`src/design/dispatchCfgPkg.sv`:
```
`default_nettype none

package dispatchCfgPkg;

  // Machine width
  localparam int DISPATCH_WIDTH = 4;        // Lanes per dispatch group

  // Branch checkpoints
  localparam int CHECKPOINTS     = 8;       // Branch mask width
  localparam int CHECKPOINTS_LOG = 3;       // Checkpoint id width

  // Instruction fields
  localparam int SIZE_PC           = 16;
  localparam int SIZE_OPCODE       = 8;
  localparam int SIZE_LOG_REG      = 5;     // Architectural register index
  localparam int SIZE_PHYSICAL_LOG = 7;     // Physical register tag

  // Back-end capacities
  localparam int SIZE_LSQ        = 16;      // Each of load and store queue
  localparam int SIZE_ISSUEQ     = 32;
  localparam int SIZE_ACTIVELIST = 64;

  // Occupancy counters hold 0 up to the full capacity
  localparam int LSQ_CNT_W = 5;
  localparam int IQ_CNT_W  = 6;
  localparam int AL_CNT_W  = 7;

  // Loads or stores in one group, 0 to DISPATCH_WIDTH
  localparam int LDST_CNT_W = 3;

endpackage

`default_nettype wire

```
`src/design/dispatchPktPkg.sv`:
```
`default_nettype none

package dispatchPktPkg;

  typedef logic [dispatchCfgPkg::CHECKPOINTS-1:0] branchMaskT;

  // Instruction as it leaves rename
  typedef struct packed {
    logic [dispatchCfgPkg::SIZE_PC-1:0]           pc;
    logic [dispatchCfgPkg::SIZE_OPCODE-1:0]       opcode;
    logic [dispatchCfgPkg::SIZE_LOG_REG-1:0]      logDest;
    logic [dispatchCfgPkg::SIZE_PHYSICAL_LOG-1:0] phyDest;
    logic [dispatchCfgPkg::SIZE_PHYSICAL_LOG-1:0] phySrc1;
    logic [dispatchCfgPkg::SIZE_PHYSICAL_LOG-1:0] phySrc2;
    logic                                         isLoad;
    logic                                         isStore;
    branchMaskT                                   branchMask;
    logic [dispatchCfgPkg::CHECKPOINTS_LOG-1:0]   ctrlId;   // Checkpoint owned by a branch
  } renamedPktT;

  // Issue queue entry, no architectural destination
  typedef struct packed {
    logic [dispatchCfgPkg::SIZE_PC-1:0]           pc;
    logic [dispatchCfgPkg::SIZE_OPCODE-1:0]       opcode;
    logic [dispatchCfgPkg::SIZE_PHYSICAL_LOG-1:0] phyDest;
    logic [dispatchCfgPkg::SIZE_PHYSICAL_LOG-1:0] phySrc1;
    logic [dispatchCfgPkg::SIZE_PHYSICAL_LOG-1:0] phySrc2;
    logic                                         isLoad;
    logic                                         isStore;
    branchMaskT                                   branchMask;
    logic [dispatchCfgPkg::CHECKPOINTS_LOG-1:0]   ctrlId;
  } iqPktT;

  typedef struct packed {
    logic                                         isLoad;
    logic                                         isStore;
    logic [dispatchCfgPkg::SIZE_PC-1:0]           pc;
    logic [dispatchCfgPkg::SIZE_LOG_REG-1:0]      logDest;
    logic [dispatchCfgPkg::SIZE_PHYSICAL_LOG-1:0] phyDest;
  } alPktT;

  typedef struct packed {
    branchMaskT branchMask;
    logic       isStore;
    logic       isLoad;
  } lsqPktT;

  typedef struct packed {
    logic [dispatchCfgPkg::LSQ_CNT_W-1:0] loadQueueCnt;
    logic [dispatchCfgPkg::LSQ_CNT_W-1:0] storeQueueCnt;
    logic [dispatchCfgPkg::IQ_CNT_W-1:0]  issueQueueCnt;
    logic [dispatchCfgPkg::AL_CNT_W-1:0]  activeListCnt;
  } queueOccT;

  typedef struct packed {
    logic                                       verified;  // Branch resolved correctly
    logic [dispatchCfgPkg::CHECKPOINTS_LOG-1:0] ctrlId;
  } ctrlVerifyT;

  // One entry per dispatch lane
  typedef renamedPktT [dispatchCfgPkg::DISPATCH_WIDTH-1:0] renamedGrpT;
  typedef iqPktT      [dispatchCfgPkg::DISPATCH_WIDTH-1:0] iqGrpT;
  typedef alPktT      [dispatchCfgPkg::DISPATCH_WIDTH-1:0] alGrpT;
  typedef lsqPktT     [dispatchCfgPkg::DISPATCH_WIDTH-1:0] lsqGrpT;
  typedef branchMaskT [dispatchCfgPkg::DISPATCH_WIDTH-1:0] maskGrpT;

endpackage

`default_nettype wire

```
`src/design/backEndPacketSplit.sv`:
```
`timescale 1ns/100ps
`default_nettype none

module backEndPacketSplit (
  input  dispatchPktPkg::renamedGrpT maskedGrp_i,  // Branch masks already updated
  output dispatchPktPkg::iqGrpT      iqGrp_o,
  output dispatchPktPkg::alGrpT      alGrp_o,
  output dispatchPktPkg::lsqGrpT     lsqGrp_o
);

  dispatchPktPkg::renamedPktT inst;

  always_comb begin
    for (int i = 0; i < dispatchCfgPkg::DISPATCH_WIDTH; i++) begin
      inst = maskedGrp_i[i];

      // Issue queue gets everything the scheduler and execute need
      iqGrp_o[i].pc         = inst.pc;
      iqGrp_o[i].opcode     = inst.opcode;
      iqGrp_o[i].phyDest    = inst.phyDest;
      iqGrp_o[i].phySrc1    = inst.phySrc1;
      iqGrp_o[i].phySrc2    = inst.phySrc2;
      iqGrp_o[i].isLoad     = inst.isLoad;
      iqGrp_o[i].isStore    = inst.isStore;
      iqGrp_o[i].branchMask = inst.branchMask;
      iqGrp_o[i].ctrlId     = inst.ctrlId;

      // Active list keeps what retirement needs to commit the mapping
      alGrp_o[i].isLoad  = inst.isLoad;
      alGrp_o[i].isStore = inst.isStore;
      alGrp_o[i].pc      = inst.pc;
      alGrp_o[i].logDest = inst.logDest;
      alGrp_o[i].phyDest = inst.phyDest;

      lsqGrp_o[i].branchMask = inst.branchMask;  // Lets the LSQ squash on mispredict
      lsqGrp_o[i].isStore    = inst.isStore;
      lsqGrp_o[i].isLoad     = inst.isLoad;
    end
  end

endmodule

`default_nettype wire

```
`src/design/backEndSpaceCheck.sv`:
```
`timescale 1ns/100ps
`default_nettype none

module backEndSpaceCheck (
  input  wire                        clk,
  input  wire                        rstN_i,
  input  dispatchPktPkg::renamedGrpT renamedGrp_i,
  input  dispatchPktPkg::queueOccT   queueOcc_i,
  input  wire                        renameReady_i,   // Rename holds a full group
  input  wire                        flagRecoverEX_i, // Misprediction recovery in progress
  output logic                       backEndReady_o,
  output logic                       stallFrontEnd_o,
  output logic                       dispatchValid_o  // Group sits in the back-end register
);

  logic [dispatchCfgPkg::LDST_CNT_W-1:0] loadCnt;
  logic [dispatchCfgPkg::LDST_CNT_W-1:0] storeCnt;
  logic [dispatchCfgPkg::LSQ_CNT_W:0]    loadSum;
  logic [dispatchCfgPkg::LSQ_CNT_W:0]    storeSum;
  logic [dispatchCfgPkg::IQ_CNT_W:0]     iqSum;
  logic [dispatchCfgPkg::AL_CNT_W:0]     alSum;
  logic                                  stall;

  always_comb begin
    loadCnt  = '0;
    storeCnt = '0;
    for (int i = 0; i < dispatchCfgPkg::DISPATCH_WIDTH; i++) begin
      loadCnt  = loadCnt + (dispatchCfgPkg::LDST_CNT_W)'(renamedGrp_i[i].isLoad);
      storeCnt = storeCnt + (dispatchCfgPkg::LDST_CNT_W)'(renamedGrp_i[i].isStore);
    end
  end

  // One extra bit so the sums cannot wrap
  assign loadSum  = queueOcc_i.loadQueueCnt + loadCnt;
  assign storeSum = queueOcc_i.storeQueueCnt + storeCnt;
  assign iqSum    = queueOcc_i.issueQueueCnt +
                    (dispatchCfgPkg::IQ_CNT_W + 1)'(dispatchCfgPkg::DISPATCH_WIDTH);
  assign alSum    = queueOcc_i.activeListCnt +
                    (dispatchCfgPkg::AL_CNT_W + 1)'(dispatchCfgPkg::DISPATCH_WIDTH);

  // Filling a queue exactly to capacity is allowed
  assign stall = (loadSum > (dispatchCfgPkg::LSQ_CNT_W + 1)'(dispatchCfgPkg::SIZE_LSQ)) |
                 (storeSum > (dispatchCfgPkg::LSQ_CNT_W + 1)'(dispatchCfgPkg::SIZE_LSQ)) |
                 (iqSum > (dispatchCfgPkg::IQ_CNT_W + 1)'(dispatchCfgPkg::SIZE_ISSUEQ)) |
                 (alSum > (dispatchCfgPkg::AL_CNT_W + 1)'(dispatchCfgPkg::SIZE_ACTIVELIST));

  assign stallFrontEnd_o = stall;
  assign backEndReady_o  = ~stall & renameReady_i & ~flagRecoverEX_i;

  always_ff @(posedge clk) begin
    if (!rstN_i) begin
      dispatchValid_o <= 1'b0;
    end else begin
      dispatchValid_o <= backEndReady_o;  // Follows the packet load one cycle later
    end
  end

endmodule

`default_nettype wire

```
`src/design/branchMaskUpdate.sv`:
```
`timescale 1ns/100ps
`default_nettype none

module branchMaskUpdate (
  input  dispatchPktPkg::renamedGrpT renamedGrp_i,
  input  dispatchPktPkg::ctrlVerifyT ctrlVerify_i,
  output dispatchPktPkg::renamedGrpT maskedGrp_o,
  output dispatchPktPkg::maskGrpT    updatedBranchMask_o  // Back to the rename/dispatch register
);

  dispatchPktPkg::branchMaskT clearBit;

  // One-hot position of the checkpoint that just resolved
  always_comb begin
    clearBit = '0;
    if (ctrlVerify_i.verified) begin
      clearBit[ctrlVerify_i.ctrlId] = 1'b1;
    end
  end

  always_comb begin
    for (int i = 0; i < dispatchCfgPkg::DISPATCH_WIDTH; i++) begin
      maskedGrp_o[i]            = renamedGrp_i[i];
      maskedGrp_o[i].branchMask = renamedGrp_i[i].branchMask & ~clearBit;
      updatedBranchMask_o[i]    = maskedGrp_o[i].branchMask;
    end
  end

endmodule

`default_nettype wire

```
`src/design/dispatch.sv`:
```
`timescale 1ns/100ps
`default_nettype none

module dispatch (
  input  wire                        clk,
  input  wire                        rstN_i,
  input  wire                        renameReady_i,
  input  wire                        flagRecoverEX_i,
  input  dispatchPktPkg::ctrlVerifyT ctrlVerify_i,
  input  dispatchPktPkg::queueOccT   queueOcc_i,
  input  dispatchPktPkg::renamedGrpT renamedGrp_i,
  output dispatchPktPkg::iqGrpT      iqGrp_o,
  output dispatchPktPkg::alGrpT      alGrp_o,
  output dispatchPktPkg::lsqGrpT     lsqGrp_o,
  output logic                       dispatchValid_o,
  output dispatchPktPkg::maskGrpT    updatedBranchMask_o,
  output logic                       backEndReady_o,
  output logic                       stallFrontEnd_o
);

  dispatchPktPkg::renamedGrpT maskedGrp;
  dispatchPktPkg::iqGrpT      iqGrp;
  dispatchPktPkg::alGrpT      alGrp;
  dispatchPktPkg::lsqGrpT     lsqGrp;

  branchMaskUpdate maskUpdate (
    .renamedGrp_i        (renamedGrp_i),
    .ctrlVerify_i        (ctrlVerify_i),
    .maskedGrp_o         (maskedGrp),
    .updatedBranchMask_o (updatedBranchMask_o)
  );

  backEndPacketSplit packetSplit (
    .maskedGrp_i (maskedGrp),
    .iqGrp_o     (iqGrp),
    .alGrp_o     (alGrp),
    .lsqGrp_o    (lsqGrp)
  );

  backEndSpaceCheck spaceCheck (
    .clk             (clk),
    .rstN_i          (rstN_i),
    .renamedGrp_i    (renamedGrp_i),
    .queueOcc_i      (queueOcc_i),
    .renameReady_i   (renameReady_i),
    .flagRecoverEX_i (flagRecoverEX_i),
    .backEndReady_o  (backEndReady_o),
    .stallFrontEnd_o (stallFrontEnd_o),
    .dispatchValid_o (dispatchValid_o)
  );

  // Back-end pipeline register, loaded whenever the group is accepted
  dispatchLatch #(.payloadT(dispatchPktPkg::iqGrpT)) iqLatch (
    .clk       (clk),
    .rstN_i    (rstN_i),
    .load_i    (backEndReady_o),
    .payload_i (iqGrp),
    .payload_o (iqGrp_o)
  );

  dispatchLatch #(.payloadT(dispatchPktPkg::alGrpT)) alLatch (
    .clk       (clk),
    .rstN_i    (rstN_i),
    .load_i    (backEndReady_o),
    .payload_i (alGrp),
    .payload_o (alGrp_o)
  );

  dispatchLatch #(.payloadT(dispatchPktPkg::lsqGrpT)) lsqLatch (
    .clk       (clk),
    .rstN_i    (rstN_i),
    .load_i    (backEndReady_o),
    .payload_i (lsqGrp),
    .payload_o (lsqGrp_o)
  );

endmodule

`default_nettype wire

```
`src/design/dispatchLatch.sv`:
```
`timescale 1ns/100ps
`default_nettype none

module dispatchLatch #(
  parameter type payloadT = dispatchPktPkg::iqGrpT
) (
  input  wire     clk,
  input  wire     rstN_i,
  input  wire     load_i,     // Group accepted by the back end
  input  payloadT payload_i,
  output payloadT payload_o
);

  always_ff @(posedge clk) begin
    if (!rstN_i) begin
      payload_o <= '0;
    end else if (load_i) begin
      payload_o <= payload_i;
    end
  end

endmodule

`default_nettype wire

```
`config.mk`:
```
export PLATFORM = sky130hd
export DESIGN_NAME = dispatch
export DESIGN_NICKNAME = d
export VERILOG_FILES = /design/src/design/dispatchCfgPkg.sv /design/src/design/dispatchPktPkg.sv /design/src/design/backEndPacketSplit.sv /design/src/design/backEndSpaceCheck.sv /design/src/design/branchMaskUpdate.sv /design/src/design/dispatch.sv /design/src/design/dispatchLatch.sv
export SDC_FILE = /design/constraint.sdc
export NUM_CORES = 1
export LEC_CHECK = 0
export BUFFER_PORTS_ARGS = -buffer_cell sky130_fd_sc_hd__buf_2
export CORE_AREA = 2 2 279 281
export DETAILED_ROUTE_END_ITERATION = 6
export DIE_AREA = 0 0 281 283
export GPL_ROUTABILITY_DRIVEN = 0
export PLACE_DENSITY = 0.36
export SETUP_SLACK_MARGIN = 0.05
export SLEW_MARGIN = 25
export SYNTH_ARGS = -nofsm -noshare
export SYNTH_HDL_FRONTEND = slang
export SYNTH_SLANG_ARGS = --single-unit
```
`constraint.sdc`:
```
create_clock -name clk -period 9.05 [get_ports clk]
set_input_delay 0.905 -clock clk [delete_from_list [all_inputs] [get_ports clk]]
set_output_delay 0.905 -clock clk [all_outputs]
set_load 0.01 [all_outputs]
```
==> results.yml, run 1 <==
route:
  via_count: 10588
  highest_layer: "met5"
  routedWlPerCell_um: 15.1
  dr.pass1.iters: 4
  wl_um: 44400
  wl_met3_um: 3220
  viasPerCell: 3.60
  wl_met2_um: 22400
  detail-route-antenna-nets: 0
  drc_errors: 0
  met1Wirelength_um: 17400
  drtIter0Drc: 319
clock_network:
  clock_latency_ns: 0.52
  path_clk_slew_ns: 0.05
  clock_sinks: 253
  cts_buffers: 35
  cts_tree: "yes"
  clockRootBuffer: "clkbuf_16"
  cts_buffer_depth: 3
  cts_max_level: 2
  ctsResizeCount: 0
  post_cts_buffers: 0
  ctsHoldBuffers: 0
synth:
  syn_area_sq_um: 11800
  yosys_warnings: 0
  yosysSeqAreaShare_pct: 42.9
  synth_top_flop_cell: "dfxtp_1"
  ys_types: 32
  syn_avg_cell_area_sq_um: 8.78
  synth_top_area_cell: "dfxtp_1"
  synthTopCellsByCount: "nand2_1 (509), dfxtp_1 (253), mux2i_1 (252), buf_4 (157), clkbuf_1 (56)"
  netlist_instances: 1344
  synth_edf_count: 0
  postSynth.asyncResetShare_pct: 0
  yosysMostFrequentCell: "nand2_1"
  yosysTopAreaCellShare_pct: 42.9
  synth_area_leaders: "dfxtp_1 (43%), mux2i_1 (21%), nand2_1 (16%)"
  syn-num-nets: 1641
  ys_seq_elements: 253
setup_path:
  end_kind: "flop"
  start_kind: "primary input"
  required_ns: 9.51
  cp.arrival_ns: 5.17
  cp_max_fo: 101
  path_class: "in2reg"
outcome:
  outcome: "completed"
sta:
  max_freq_mhz: 212
  fin_skew_ns: 0
  maxSlewViolCount: 0
  finalSetupTns_ns: 0
  min_period_ns: 4.71
  fin_ws_ns: 4.34
  slew-limit-headroom_pct: 36.5
  hold_viol: 0
  worst_pin_slew_ns: 0.952
  fin_crit_sh_pct: 52.0
  rsz0062_at_grt: "false"
  setup_viol: 0
min_path:
  hold_class: "reg2reg"
global_routing:
  antenna_found_initial: 6
  grt_usage_pct: 10.5
  grt_first_pass_wirelength_um: 64200
  grt-ovfl-total: 0
  grt_pass1_vias: 10451
  grt_max_degree: 224
layout:
  final_layout_size_suffix_gt1_share_pct: 40.7
  fin_util_pct: 21.3
  fin_nets: 2171
  fin_cells: 2938
  syn_to_final_growth_pct: 38.7
pwr:
  p_clk_share_pct: 49.4
  seq_power_share_pct: 41.2
  power_density_nw_per_um2: 168
  switching_share_pct: 25.5
  peakVddDrop_v: 0.0000952
  p_leak_nw: 7.69
  p_int_w: 0.00206
  combPwrFrac_pct: 9.4
  switching_power_w: 0.000702
place:
  dp_hpwl_um: 33600
  place_inst: 2875
  pre_cts_slack_ns: 3.81
  io_buffers: 709
floorplanning:
  ios: 710
  dieArea_sq_um: 79500
  rows: 102
  core_sq_um: 76700
  die_h_um: 283
  initial_core_util_pct: 15.4
  die_x_um: 281
run:
  maxCapViolations: 0
## per-stage QoR
step	total power, W	hold slack, ns	area [sq um]
6_report	0.00276	0.452	16400
5_1_grt	0.00289	0.464	16400
4_1_cts	0.00283	0.455	16300
3_5_place_dp	0.00142	0.444	15200
3_3_place_gp	0.00142	0.441	15200
2_1_floorplan	0.00130	0.479	11800
## per-layer routing
layer,up-vias,global-route usage (%)
met5,-,0
met4,6,3.78
met3,66,2.66
met2,421,19.2
met1,4872,11.5
li1,5223,-
## cells in the final DEF (no fill, tap or decap), types with 2 or more instances in the layout
master     Yosys  final
buf_2          0    708
nand2_1      509    509
dfxtp_1      253    253
mux2i_1      252    252
clkbuf_16      0     36
and2_1        33     33
inv_1         18     18
ha_1          10     10
clkbuf_8       0      7
clkinv_2       0      6
clkbuf_1      56      6
nand3_1        5      5
nor2b_1        4      4
nor2_1         4      4
fa_1           4      4
a21oi_1        3      3
o21ai_0        3      3
buf_12         0      3
buf_4        157      3
xnor2_1        2      2
nor3b_1        2      2
nand4_1        2      2
nand2b_1       2      2
nor4_1         2      2
inv_6          0      2
buf_16         0      2
## sequential cells by signal (all words and copies together), names as in the netlist
name	cells
iqLatch.payload_o	132
spaceCheck.dispatchValid_o	1
alLatch.payload_o	120
## area by class of cell
| cell class | instances | area, sq um |
|---|---|---|
| timing repair buffer | 717 | 3700 |
| inverter | 18 | 67.6 |
| antenna | 1 | 2.50 |
| multi-input combinational | 849 | 5120 |
| clock buffer | 49 | 1020 |
| tap | 1040 | 1300 |
| clock inverter | 11 | 103 |
| sequential | 253 | 5060 |
| fill | 8517 | 60300 |
## power by group through the flow
stage	Clock (W)	Combinational, W	Sequential [W]
6_report	0.00136	0.000258	0.00114
4_1_cts	0.00143	0.000262	0.00114
5_1_grt	0.00147	0.000286	0.00114
3_5_place_dp	0	0.000261	0.00116
2_1_floorplan	0	0.000137	0.00116
3_3_place_gp	0	0.000258	0.00116
## worst max-delay path, cell delays in order
cell      delay (ns)
buf_2           0.11
ha_1            0.29
inv_1           0.07
fa_1            0.40
inv_1           0.07
ha_1            0.17
inv_1           0.06
fa_1            0.42
xnor2_1         0.17
o41a_1          0.37
o221ai_1        0.22
and4bb_4        0.31
buf_4           0.50
buf_12          0.53
mux2i_1         0.27
## worst paths after layout
| path | startpoint | endpoint | cells past startpoint | slack (ns) |
|---|---|---|---|---|
| max | renamedGrp_i[11] | iqLatch.payload_o[156] | 15 | 4.34 |
| min | iqLatch.payload_o[99] | iqLatch.payload_o[99] | 2 | 0.45 |
| max reg2reg | iqLatch.payload_o[3] | iqLatch.payload_o[3] | 2 | 8.22 |
| min reg2reg | iqLatch.payload_o[99] | iqLatch.payload_o[99] | 2 | 0.45 |
## logic make-up after synthesis
family,count (synthesis),synth area share (%)
compound gates,13,0.774
fa+ha+maj,14,1.74
mux,252,21.4
buf+inv,242,13.7
simple gates,567,19.2
xor+xnor,3,0.223
flops,253,42.9
No activity file was read; power rests on OpenSTA's default activity.
==> run 2, diff against run 1 <==
- clock period: 9.05 -> 4.9 ns (I/O delays scaled with it)
==> run 2 against run 1 <==
Against the previous run: hold slack got worse by 0.25 ns; global-route usage up 0.052 points; non-clock buffer count grew 9; highest routed layer unchanged; clock-buffer cell count unchanged; worst setup slack lost 3.3 ns; die area did not move; via count about the same; clock skew did not move; power increased by 86%; combinational power grew 86%; cell count up 0.14%.
==> results.yml, run 2 (synthesized netlist as in run 1, its figures left out) <==
outcome:
  outcome: "completed"
clock_network:
  clock_latency_ns: 0.52
  cts_buffers: 34
  post_cts_buffers: 0
  ctsResizeCount: 0
  clock_sinks: 253
  cts_tree: "yes"
  clockRootBuffer: "clkbuf_16"
  cts_buffer_depth: 3
  ctsHoldBuffers: 0
  path_clk_slew_ns: 0.05
  cts_max_level: 2
route:
  routedWlPerCell_um: 15.1
  wl_um: 44500
  viasPerCell: 3.60
  dr.pass1.iters: 5
  drc_errors: 0
  via_count: 10581
  detail-route-antenna-nets: 0
  drtIter0Drc: 355
floorplanning:
  die_x_um: 281
  rows: 102
  dieArea_sq_um: 79500
  core_sq_um: 76700
  initial_core_util_pct: 15.4
  die_h_um: 283
  ios: 710
sta:
  finalSetupTns_ns: 0
  fin_crit_sh_pct: 79.4
  max_freq_mhz: 257
  min_period_ns: 3.89
  maxSlewViolCount: 0
  hold_ws_ns: 0.199
  slew-limit-headroom_pct: 44.9
  rsz0062_at_grt: "false"
  hold_viol: 0
  fin_skew_ns: 0
  worst_pin_slew_ns: 0.824
  setup_viol: 0
setup_path:
  cp.arrival_ns: 3.40
  r2r-end: "iqLatch.payload_o[3]"
  reg2reg_slack_ns: 4.12
  start_kind: "primary input"
  end_kind: "output pin"
  cp_max_fo: 4
  required_ns: 4.41
  reg2reg_from: "iqLatch.payload_o[3]"
  path_class: "in2out"
  rr_worst_depth: 2
layout:
  largest_reg_flops: 132
  fin_util_pct: 21.5
  layout_commonest_cell: "buf_2"
  top_register: "iqLatch.payload_o"
  final_layout_size_suffix_gt1_share_pct: 40.9
  top_regs: "iqLatch.payload_o x132, alLatch.payload_o x120, spaceCheck.dispatchValid_o x1"
  n_fill_cell: 8550
  mostFrequentLayoutCells: "buf_2 (708), nand2_1 (509), dfxtp_1 (253)"
  fin_nets: 2179
  syn_to_final_growth_pct: 39.7
pwr:
  power_density_nw_per_um2: 311
  peakVddDrop_v: 0.000150
  p_leak_nw: 7.75
place:
  dp_hpwl_um: 34600
  io_buffers: 709
global_routing:
  antenna_found_initial: 6
  grt_pass1_vias: 10285
  grt_first_pass_wirelength_um: 64300
  grt_max_degree: 117
  grt-ovfl-total: 0
  grt_usage_pct: 10.5
min_path:
  min_from: "renamedGrp_i[145]"
  hold_path_depth: 3
  min_to: "iqLatch.payload_o[135]"
  hold_class: "in2reg"
run:
  maxCapViolations: 0
[run 2: worst max-delay path by stage]
stage                        endpoint        startpoint  depth (start not counted)
6_report               backEndReady_o  renamedGrp_i[11]                         13
5_1_grt                backEndReady_o  renamedGrp_i[12]                         14
4_1_cts                backEndReady_o  renamedGrp_i[11]                         13
3_5_place_dp   alLatch.payload_o[115]  renamedGrp_i[11]                         15
3_3_place_gp   iqLatch.payload_o[184]  renamedGrp_i[11]                         15
2_1_floorplan          backEndReady_o  renamedGrp_i[11]                         13
[run 2: through the flow]
step                power, W  setup WS, ns  area [sq um]  cells
finish               0.00514          1.01         16500   2942
global route         0.00539         0.715         16500   2941
CTS                  0.00527         0.956         16500   2940
detailed placement   0.00263         0.754         15400   2886
global placement     0.00263         0.759         15400   2886
floorplan            0.00240          1.24         11800   1344
[run 2: power by group]
group / switching (W) / internal, W
combinational: 0.000270 / 0.000211
clock: 0.000971 / 0.00158
sequential: 0.0000171 / 0.00208
[run 2: area by class of cell]
cell class	instances	area [sq um]	area share (%)
Multi-Input combinational cell	849	5120	31.0
Timing Repair Buffer	726	3800	23.0
Clock inverter	5	82.6	0.501
Tap cell	1040	1300	7.89
Clock buffer	49	1050	6.37
Sequential cell	253	5060	30.7
Inverter	18	67.6	0.410
Antenna cell	2	5.00	0.0304
[run 2: routing by layer]
layer | wire [um] | vias up | track usage, %
met5 | 41 | - | 0
met4 | 1280 | 6 | 3.60
met3 | 3380 | 68 | 2.98
met2 | 22100 | 417 | 18.7
met1 | 17700 | 4851 | 12.0
li1 | - | 5239 | -
[run 2: worst max-delay path, stage by stage]
cell	delay (ns)
buf_2	0.12
ha_1	0.28
inv_1	0.07
fa_1	0.40
inv_1	0.07
ha_1	0.17
inv_1	0.06
fa_1	0.41
xnor2_1	0.17
o41a_1	0.38
o221ai_1	0.23
and4bb_4	0.34
buf_2	0.22
